--- config.mk ---
export PLATFORM = sky130hd
export DESIGN_NAME = attackCoprocessor
export DESIGN_NICKNAME = d
export VERILOG_FILES = /design/src/design/attackPkg.sv /design/src/design/attackCoprocessor.sv /design/src/design/attackSequencer.sv /design/src/design/boxOverlap.sv /design/src/design/hitboxPlacer.sv /design/src/design/controlDecoder.sv
export VERILOG_INCLUDE_DIRS = /design/src /design/src/design
export SDC_FILE = /design/constraint.sdc
export NUM_CORES = 1
export LEC_CHECK = 0
export ABC_AREA = 0
export BUFFER_PORTS_ARGS = -buffer_cell sky130_fd_sc_hd__buf_2
export CELL_PAD_IN_SITES_DETAIL_PLACEMENT = 0
export CELL_PAD_IN_SITES_GLOBAL_PLACEMENT = 1
export CORE_MARGIN = 1
export CORE_UTILIZATION = 46
export DETAILED_ROUTE_END_ITERATION = 6
export HOLD_SLACK_MARGIN = 0.08
export PLACE_DENSITY = 0.91
export SYNTH_ARGS = -nofsm -noshare
export SYNTH_HDL_FRONTEND = slang
export SYNTH_SLANG_ARGS = --single-unit
--- constraint.sdc ---
create_clock -name clock -period 6.4 [get_ports clock]
set_clock_uncertainty 0.05 [all_clocks]
set_input_delay 0.32 -clock clock [delete_from_list [all_inputs] [get_ports clock]]
set_output_delay 0.32 -clock clock [all_outputs]
set_load 0.01 [all_outputs]
--- src/design/attack_params.svh ---
`ifndef ATTACK_PARAMS_SVH
`define ATTACK_PARAMS_SVH

// Width of one coordinate in a position or size word
`define COORD_WIDTH 16

// Smash and special attacks
`define LONG_WINDUP 6
`define LONG_ACTIVE 8

// Jab
`define SHORT_WINDUP 2
`define SHORT_ACTIVE 4

// Sequencer counter must hold the largest phase length
`define TIMER_WIDTH 8

`endif
--- src/design/attackPkg.sv ---
`default_nettype none

`include "attack_params.svh"

package attackPkg;

	// Controller word as the game writes it
	typedef struct packed {
		logic [4:0] reserved0;
		logic facingRight;
		logic [1:0] reserved1;
		logic smashLeft;
		logic smashRight;
		logic smashUp;
		logic smashDown;
		logic [1:0] reserved2;
		logic buttonB;
		logic buttonA;
		logic [7:0] stickX;
		logic [7:0] stickY;
	} controlWord;

	// Position or size with x as width and y as height in a size
	typedef struct packed {
		logic [`COORD_WIDTH-1:0] x;
		logic [`COORD_WIDTH-1:0] y;
	} point;

	// Lower-left corner plus extent
	typedef struct packed {
		point corner;
		point size;
	} box;

	// Values match the attack word bit positions
	typedef enum logic [3:0] {
		none = 4'd0,
		smashUp = 4'd1,
		smashDown = 4'd2,
		smashLeft = 4'd3,
		smashRight = 4'd4,
		jab = 4'd5,
		specialUp = 4'd6,
		specialDown = 4'd7,
		specialLeft = 4'd8,
		specialRight = 4'd9,
		specialNeutral = 4'd10
	} attackKind;

	typedef struct packed {
		attackKind kind;
		logic busy;
		logic active;
	} attackState;

endpackage

`default_nettype wire

--- src/design/attackCoprocessor.sv ---
`timescale 1ns/1ps
`default_nettype none

module attackCoprocessor (
	input wire logic clock,
	input wire logic rstN,
	input wire attackPkg::controlWord controls,
	input wire attackPkg::point char1Pos,
	input wire attackPkg::point char1Size,
	input wire attackPkg::point char2Pos,
	input wire attackPkg::point char2Size,
	output logic [10:0] attack
);

	attackPkg::attackKind request;
	logic facingRight;
	attackPkg::attackState state;
	logic facing;

	attackPkg::box leftBox;
	attackPkg::box rightBox;
	attackPkg::box upBox;
	attackPkg::box downBox;
	attackPkg::box char2Box;

	logic leftHit;
	logic rightHit;
	logic upHit;
	logic downHit;
	logic hit;
	logic [10:1] kindHits;

	controlDecoder decoder0 (
		.controls(controls),
		.request(request),
		.facingRight(facingRight)
	);

	attackSequencer sequencer0 (
		.clock(clock),
		.rstN(rstN),
		.request(request),
		.facingIn(facingRight),
		.state(state),
		.facing(facing)
	);

	hitboxPlacer placer0 (
		.pos(char1Pos),
		.size(char1Size),
		.leftBox(leftBox),
		.rightBox(rightBox),
		.upBox(upBox),
		.downBox(downBox)
	);

	assign char2Box = '{corner: char2Pos, size: char2Size};

	boxOverlap leftOverlap (.a(leftBox), .b(char2Box), .overlap(leftHit));
	boxOverlap rightOverlap (.a(rightBox), .b(char2Box), .overlap(rightHit));
	boxOverlap upOverlap (.a(upBox), .b(char2Box), .overlap(upHit));
	boxOverlap downOverlap (.a(downBox), .b(char2Box), .overlap(downHit));

	// Each attack checks its own box
	always_comb begin
		case (state.kind)
			attackPkg::smashLeft, attackPkg::specialLeft: hit = leftHit;
			attackPkg::smashRight, attackPkg::specialRight: hit = rightHit;
			attackPkg::smashUp, attackPkg::specialUp: hit = upHit;
			attackPkg::smashDown, attackPkg::specialDown: hit = downHit;
			// Side character 1 faced when the attack started
			attackPkg::jab, attackPkg::specialNeutral: hit = facing ? rightHit : leftHit;
			default: hit = 1'b0;
		endcase
	end

	always_comb begin
		for (int k = 1; k <= 10; k++) begin
			kindHits[k] = state.active && hit && (int'(state.kind) == k);
		end
	end

	assign attack = {kindHits, |kindHits};

endmodule

`default_nettype wire

--- src/design/attackSequencer.sv ---
`timescale 1ns/1ps
`default_nettype none

`include "attack_params.svh"

module attackSequencer (
	input wire logic clock,
	input wire logic rstN,
	input wire attackPkg::attackKind request,
	input wire logic facingIn,
	output attackPkg::attackState state,
	output logic facing
);

	localparam int timerWidth = `TIMER_WIDTH;

	// Counter loads are one less than the phase length
	localparam logic [timerWidth-1:0] longWindupLoad = timerWidth'(`LONG_WINDUP - 1);
	localparam logic [timerWidth-1:0] longActiveLoad = timerWidth'(`LONG_ACTIVE - 1);
	localparam logic [timerWidth-1:0] shortWindupLoad = timerWidth'(`SHORT_WINDUP - 1);
	localparam logic [timerWidth-1:0] shortActiveLoad = timerWidth'(`SHORT_ACTIVE - 1);

	logic [timerWidth-1:0] count;
	logic [timerWidth-1:0] windupLoad;
	logic [timerWidth-1:0] activeLoad;
	logic accept;

	// Requests while busy are dropped
	assign accept = !state.busy && (request != attackPkg::none);

	// Jab is the only short attack
	assign windupLoad = (request == attackPkg::jab) ? shortWindupLoad : longWindupLoad;
	assign activeLoad = (state.kind == attackPkg::jab) ? shortActiveLoad : longActiveLoad;

	always_ff @(posedge clock) begin
		if (!rstN) begin
			state.kind <= attackPkg::none;
			state.busy <= 1'b0;
			state.active <= 1'b0;
			count <= '0;
		end else if (accept) begin
			state.kind <= request;
			state.busy <= 1'b1;
			state.active <= 1'b0;
			count <= windupLoad;
		end else if (state.busy) begin
			if (count != '0) begin
				count <= count - 1'b1;
			end else if (!state.active) begin
				// Wind-up done
				state.active <= 1'b1;
				count <= activeLoad;
			end else begin
				state.kind <= attackPkg::none;
				state.busy <= 1'b0;
				state.active <= 1'b0;
			end
		end
	end

	// Side faced when the attack was accepted
	always_ff @(posedge clock) begin
		if (!rstN) begin
			facing <= 1'b0;
		end else if (accept) begin
			facing <= facingIn;
		end
	end

endmodule

`default_nettype wire

--- src/design/boxOverlap.sv ---
`timescale 1ns/1ps
`default_nettype none

`include "attack_params.svh"

module boxOverlap (
	input wire attackPkg::box a,
	input wire attackPkg::box b,
	output logic overlap
);

	// Far edges one bit wider so big boxes don't wrap
	logic [`COORD_WIDTH:0] aRight;
	logic [`COORD_WIDTH:0] aTop;
	logic [`COORD_WIDTH:0] bRight;
	logic [`COORD_WIDTH:0] bTop;

	assign aRight = {1'b0, a.corner.x} + {1'b0, a.size.x};
	assign aTop = {1'b0, a.corner.y} + {1'b0, a.size.y};
	assign bRight = {1'b0, b.corner.x} + {1'b0, b.size.x};
	assign bTop = {1'b0, b.corner.y} + {1'b0, b.size.y};

	// Touching edges do not count
	assign overlap = ({1'b0, a.corner.x} < bRight) && ({1'b0, b.corner.x} < aRight)
		&& ({1'b0, a.corner.y} < bTop) && ({1'b0, b.corner.y} < aTop);

endmodule

`default_nettype wire

--- src/design/hitboxPlacer.sv ---
`timescale 1ns/1ps
`default_nettype none

`include "attack_params.svh"

module hitboxPlacer (
	input wire attackPkg::point pos,
	input wire attackPkg::point size,
	output attackPkg::box leftBox,
	output attackPkg::box rightBox,
	output attackPkg::box upBox,
	output attackPkg::box downBox
);

	logic [`COORD_WIDTH-1:0] halfW;
	logic [`COORD_WIDTH-1:0] halfH;

	// Boxes are half the character size, truncated
	assign halfW = size.x >> 1;
	assign halfH = size.y >> 1;

	always_comb begin
		leftBox.size.x = halfW;
		leftBox.size.y = halfH;
		leftBox.corner.x = pos.x - halfW;
		leftBox.corner.y = pos.y + (halfH >> 1);

		rightBox.size.x = halfW;
		rightBox.size.y = halfH;
		rightBox.corner.x = pos.x + size.x;
		rightBox.corner.y = pos.y + (halfH >> 1);

		upBox.size.x = halfW;
		upBox.size.y = halfH;
		upBox.corner.x = pos.x + (halfW >> 1);
		upBox.corner.y = pos.y + size.y;

		// Vertical offset comes from the height
		downBox.size.x = halfW;
		downBox.size.y = halfH;
		downBox.corner.x = pos.x + (halfW >> 1);
		downBox.corner.y = pos.y - (halfH >> 1);
	end

endmodule

`default_nettype wire

--- src/design/controlDecoder.sv ---
`timescale 1ns/1ps
`default_nettype none

module controlDecoder (
	input wire attackPkg::controlWord controls,
	output attackPkg::attackKind request,
	output logic facingRight
);

	logic tiltLeft;
	logic tiltRight;
	logic tiltUp;
	logic tiltDown;

	// Stick thresholds on the top three bits of each axis
	assign tiltLeft = controls.stickX[7:5] == 3'b000;
	assign tiltRight = controls.stickX[7:5] == 3'b111;
	assign tiltUp = controls.stickY[7:5] == 3'b111;
	assign tiltDown = controls.stickY[7:5] == 3'b000;

	assign facingRight = controls.facingRight;

	// Fixed priority gives at most one request per cycle
	always_comb begin
		if (controls.smashLeft) begin
			request = attackPkg::smashLeft;
		end else if (controls.smashRight) begin
			request = attackPkg::smashRight;
		end else if (controls.smashUp) begin
			request = attackPkg::smashUp;
		end else if (controls.smashDown) begin
			request = attackPkg::smashDown;
		end else if (controls.buttonA) begin
			request = attackPkg::jab;
		end else if (controls.buttonB) begin
			if (tiltLeft) begin
				request = attackPkg::specialLeft;
			end else if (tiltRight) begin
				request = attackPkg::specialRight;
			end else if (tiltUp) begin
				request = attackPkg::specialUp;
			end else if (tiltDown) begin
				request = attackPkg::specialDown;
			end else begin
				request = attackPkg::specialNeutral;
			end
		end else begin
			request = attackPkg::none;
		end
	end

endmodule

`default_nettype wire

[Word-level counts from Yosys, hierarchy flattened]
Cells that the tools add are included.
Cells by class
  muxes and demuxes: 23
  bitwise gates (word level): 2
  eq/ne operators: 25
  reduce and logical (&&, ||, !) cells: 40
  $add $sub $neg: 15
  magnitude comparators: 12
Operator list (number)
  < comparator 16 x 17 -> 1 bit: 12
  adder 16 x 15 -> 17 bit: 6
  equality test 4 bit (second input constant): 10
  2-to-1 mux 4 bit: 10
  adder 16 x 16 -> 17 bit: 2
  adder 16 x 14 -> 16 bit: 2
  adder 16 bit: 2
  2-to-1 mux 8 bit: 4
  equality test 4 x 3 -> 1 bit (second input constant): 7
  logical AND 1 bit: 23
  2-to-1 mux 6 bit: 3
  subtractor 16 x 14 -> 16 bit: 1
  subtractor 16 x 15 -> 16 bit: 1
  equality test 4 x 2 -> 1 bit (second input constant): 3
  OR reduction 2 bit: 6
  OR reduction 10 bit: 1
  nonzero test 8 bit: 1
  subtractor 8 x 1 -> 8 bit (second input constant): 1
  equality test 3 bit (second input constant): 2
  logical NOT 3 bit: 2
  2-to-1 mux 3 bit: 2
  2-to-1 mux 5 bit: 1
  case mux 1 bit (5 select lines): 1
  equality test 4 x 1 -> 1 bit (second input constant): 1
  9 further kinds: 13
Word-level totals
  logic and storage cells: 122
  output and inout bits: 11
  register bits after elaboration: 15

[Longest topological paths before layout]
  word-level depth: 15
  depth in mapped cells: 31
  depth with buffers taken out: 30

[Modules after synthesis]
A second synthesis with hierarchy kept.
Second synthesis, totals
  cells, all modules: 2866
  area, all modules: 22372.7 um2
By module, submodules not included
  hitboxPlacer: area each 5348.9 um2, sequential area each 0.0 um2, cells each 715, instances 1
  boxOverlap at leftOverlap: area each 3963.8 um2, sequential area each 0.0 um2, cells each 498, instances 1
  boxOverlap at upOverlap: area each 3953.8 um2, sequential area each 0.0 um2, cells each 507, instances 1
  boxOverlap at downOverlap: area each 3943.8 um2, sequential area each 0.0 um2, cells each 502, instances 1
  boxOverlap at rightOverlap: area each 3871.2 um2, sequential area each 0.0 um2, cells each 496, instances 1
  attackSequencer: area each 797.0 um2, sequential area each 300.3 um2, cells each 85, instances 1
  attackCoprocessor: area each 346.6 um2, sequential area each 0.0 um2, cells each 41, instances 1
  controlDecoder: area each 147.6 um2, sequential area each 0.0 um2, cells each 22, instances 1

[Least setup slack after synthesis]
OpenSTA, ideal clock, no wires.
  path type: input to output
  start point: in char1Pos[16] (netlist name)
  end point: out attack[2]
  required time: 6.030 ns
  buffers on the path: 0
  stages on the path: 28
  arrival time: 5.692 ns
  path slack: 0.338 ns
  cells stage by stage: inv_1 -> ha_1 -> inv_1 -> fa_1 -> a21o_1 -> a21oi_1 -> o21bai_1 -> a21oi_1 -> o21bai_1 -> a41oi_1 -> nor2b_1 -> xnor2_1 -> ha_1 -> nor2_1 -> a211o_1 -> o21ai_0 -> a31oi_1 -> xor2_1 -> ha_1 -> a2111o_1 -> a221oi_1 -> a21o_1 -> a31oi_1 -> nand4b_1 -> mux2i_1 -> o41ai_1 -> a32oi_2 -> nor4b_1
Between the ends
  word-level cells in the longest chain between the ends: 10
  elaborated cells on any way between the ends: 27
  those cells by class: 6 x add/sub; 6 x order compare; 2 x mux; 13 x reduce/logical
Ends and longest elaborated chain
  start, declared: RTL line attackCoprocessor.sv:8  | input wire attackPkg::point char1Pos,
  subtractor 16 x 15 -> 16 bit or adder 16 bit (tied branches): RTL line hitboxPlacer.sv:25, hitboxPlacer.sv:30
  adder 16 x 15 -> 17 bit: RTL line boxOverlap.sv:18  | assign aRight = {1'b0, a.corner.x} + {1'b0, a.size.x};
  < comparator 16 x 17 -> 1 bit: RTL line boxOverlap.sv:24  | assign overlap = ({1'b0, a.corner.x} < bRight) && ({1'b0, b.corner.x} < aRight)
  logical AND 1 bit: RTL line boxOverlap.sv:24
  logical AND 1 bit (2 in series): RTL line boxOverlap.sv:25  | && ({1'b0, a.corner.y} < bTop) && ({1'b0, b.corner.y} < aTop);
  2-to-1 mux 1 bit: RTL line attackCoprocessor.sv:72  | attackPkg::jab, attackPkg::specialNeutral: hit = facing ? rightHit : leftHit;
  case mux 1 bit (5 select lines) (*): RTL line attackCoprocessor.sv:66  | case (state.kind)
  logical AND 1 bit (*) (2 in series): RTL line attackCoprocessor.sv:79  | kindHits[k] = state.active && hit && (int'(state.kind) == k);
  end, declared: RTL line attackCoprocessor.sv:12  | output logic [10:0] attack
Mark *: on every way between the ends. The rest lies on a longest branch, timed or not.

[Worst setup path after layout]
  start point: in char1Pos[17] (netlist name)
  end point: out attack[4]
The elaborated chain is that of the path after synthesis.

==> impl_metrics.py <==
metrics = {
    "status": {
        "status": "completed",
    },
    "worst_setup_path": {
        "timing.rr.start": "sequencer0.count[2]$_SDFFE_PN0P_",
        "cpMaxStageDelayCell": "a2111o_1",
        "r2r_cells": 7,
        "critPathKind": "in2out",
        "path_buf_inv": 6,
        "worstSetupStartpoint": "char1Pos[17]",
        "rrSetupSlack_ps": 3530,
        "crit_family": "compound AO/OA/AOI/OAI gates",
        "end_kind": "primary output",
        "cp-endpoint": "attack[4]",
        "cp_max_fo": 6,
        "start_kind": "input port",
        "arrival_ps": 5950,
        "r2r_end": "sequencer0.count[6]$_SDFFE_PN0P_",
        "cp.depth": 29,
        "critPathMaxStageDelay_ps": 450,
        "crit_required_ps": 6030,
    },
    "placement": {
        "gp_congestion": 0.959,
        "io_buffers": 153,
        "hpwl_um": 36700,
    },
    "finish": {
        "final_util_pct": 55.5,
        "layout-drive-gt1-share_pct": 18.2,
        "syn_to_final_growth_pct": 17.6,
        "nets": 2615,
        "multi_input_area_um2": 13800,
        "seqCellArea_um2": 300,
        "fill_cells": 2816,
    },
    "yosys": {
        "synth_edf_count": 0,
        "yosysTopAreaCellShare_pct": 35.1,
        "ys_top_cells_by_count": "ha_1 (395), a21oi_1 (162), nor2_1 (145)",
        "synth.net_count": 2374,
        "yosys_most_used_dff": "dfxtp_1",
        "yosys.cell_count.top_type": "ha_1",
        "synth_seq_cells": 15,
        "synth_area_leaders": "ha_1 (35%), xnor2_1 (6.3%), a21oi_1 (5.8%), xor2_1 (5.0%), a21o_1 (4.3%)",
        "synthArstFlopShare_pct": 0,
        "yosysUniqueCellTypes": 89,
        "syn_area_um2": 14100,
        "seq_area_frac_synth_pct": 2.13,
        "synth_cells": 1803,
        "syn_area_per_cell_um2": 7.81,
        "yosysTopAreaCell": "ha_1",
        "ys_warn_count": 0,
    },
    "floorplanning": {
        "dieWidth_um": 177,
        "dieArea_um2": 31300,
        "start_util_pct": 47.2,
        "ios": 173,
        "dieHeight_um": 177,
        "row_count": 63,
        "core-area_um2": 29900,
    },
    "route": {
        "ant_nets": 0,
        "drt_iter0_drc": 674,
        "drc": 0,
        "first_pass_iters": 5,
        "wl_met1_um": 18500,
        "routed_wl_um": 42200,
        "met3_length_um": 1180,
        "vias": 14400,
        "via_per_inst": 5.92,
        "dr.max_layer_used": "met4",
        "wire_per_inst_um": 17.3,
        "met2_length_um": 20900,
    },
    "cts": {
        "clk_pin_slew_ps": 50,
        "cts_buffers": 3,
        "ctsRootBufferMaster": "clkbuf_16",
        "cts_buffer_depth": 2,
        "clk_latency_ps": 250,
        "clock_sinks": 15,
        "htree_levels": 1,
        "cts_tree": "done",
    },
    "sta": {
        "setup_viol": 0,
        "slew_headroom_pct": 46.1,
        "hold_violations": 0,
        "slew_viol_final": 0,
        "fmaxAchievable_ghz": 0.158,
        "post-route-period-util_pct": 98.7,
        "rsz0062_at_grt": "true",
        "min_period_ps": 6320,
        "tightest_slew_ps": 788,
    },
    "min_path": {
        "hold_class": "in2reg",
    },
    "power_and_ir_drop": {
        "p_leak_nw": 8.13,
        "ir_drop_uv": 89.6,
        "p_per_area_nw_per_um2": 211,
        "finalPower_w": 0.00349,
    },
    "grt": {
        "grt_max_degree": 15,
        "grt_pass1_vias": 14400,
        "grt_pass1_wl_um": 66900,
        "grt-ovfl-total": 0,
        "antenna_found_initial": 3,
        "grt_usage_pct": 26.2,
    },
    "run": {
        "maxCapViolations": 0,
    },
}
how the worst min path moves through the flow:
stage                                           from                          endpoint  depth (start not counted)
finish                                          rstN  sequencer0.count[0]$_SDFFE_PN0P_                          3
global route                            controls[26]    sequencer0.facing$_SDFFE_PN0P_                          3
CTS                                             rstN  sequencer0.count[0]$_SDFFE_PN0P_                          3
detailed placement  sequencer0.state[0]$_SDFFE_PP0P_  sequencer0.state[0]$_SDFFE_PP0P_                          1
global placement    sequencer0.count[6]$_SDFFE_PN0P_  sequencer0.count[6]$_SDFFE_PN0P_                          2
floorplan           sequencer0.state[0]$_SDFFE_PP0P_  sequencer0.state[0]$_SDFFE_PP0P_                          1
per-layer routing:
layer | up-vias | GRT usage [%]
met5 | - | 0
met4 | 0 | 9.63
met3 | 88 | 0.644
met2 | 295 | 48.7
met1 | 6804 | 31.7
li1 | 7246 | -
sequential cells by signal (all words and copies together), names as in the netlist:
signal and flops:
sequencer0.state 6, sequencer0.facing 1, sequencer0.count 8
worst register-to-register path: cells and delay by family, from the launching register on:
family           cells  cell delay (ps)
AO/OA/AOI/OAI        1              270
flip-flops           1              370
AND/OR/NAND/NOR      6             2100
cell type report:
class / count / share of cell area [%]
Inverter: 100 / 2.29
Clock buffer: 3 / 0.453
Tap cell: 390 / 2.94
Antenna cell: 3 / 0.0453
Sequential cell: 15 / 1.81
Clock inverter: 1 / 0.0302
Multi-Input combinational cell: 1672 / 83.1
Timing Repair Buffer: 252 / 9.35
per-stage QoR:
| stage | hold WS, ps | worst slack [ps] | TNS [ps] | cells | cell area (um^2) |
|---|---|---|---|---|---|
| final | 289 | 84.9 | 0 | 2436 | 16600 |
| after global routing | 328 | -220 | -1890 | 2436 | 16600 |
| after CTS | 284 | 5.27 | 0 | 2423 | 16100 |
| after detailed placement | 454 | -294 | -1680 | 2419 | 15900 |
| after global placement | 438 | -235 | -1260 | 2419 | 15900 |
| after floorplan | 402 | 338 | 0 | 1803 | 14100 |
timing repair:
| item | in CTS | in global routing |
|---|---|---|
| setup buffers | 0 | 9 |
| cloned | 0 | 1 |
| resized for setup | 15 | 88 |
| hold buffers | 0 | 0 |
| endpoints found under the setup margin | 11 | 11 |
| pin swaps | 1 | 35 |
cell usage in the layout, fill, tap and decap left out, drive strengths merged, types with 6 or more instances in the layout:
cell type and n:
xor2 80, o2111ai 8, nand4 16, nor4 7, ha 395, a211o 18
o31a 9, a21o 80, inv 99, nor3 41, nor2 147, and3 12
a31oi 17, o31ai 7, nor3b 7, xnor2 101, and2 6, a221oi 6
a21boi 10, o21ai 112, or3 12, o21bai 26, or2 8, nand2 86
dfxtp 15, fa 14, nand3 35, buf 251, nor4b 7, nand2b 30
a211oi 25, nor2b 47, o21a 39, a2111oi 12, o211ai 20, a21oi 162
report_power, final:
part | switching [W] | internal, W | total [W] | leakage (nW)
clock | 0.0000381 | 0.0000833 | 0.000121 | 0.0409
combinational | 0.00176 | 0.00149 | 0.00325 | 7.97
sequential | 0.0000190 | 0.000104 | 0.000123 | 0.123
kinds of logic after synthesis:
group / after synthesis / share of synthesized area [%]
AOI/OAI and AO/OA: 603 / 28.6
and+or+nand+nor: 474 / 17.4
adders and majority gates: 409 / 37.1
xor gates and xnor gates: 181 / 11.3
DFF: 15 / 2.13
muxes: 5 / 0.355
buffers and inverters: 116 / 3.23
No activity file was read; power rests on OpenSTA's default activity.
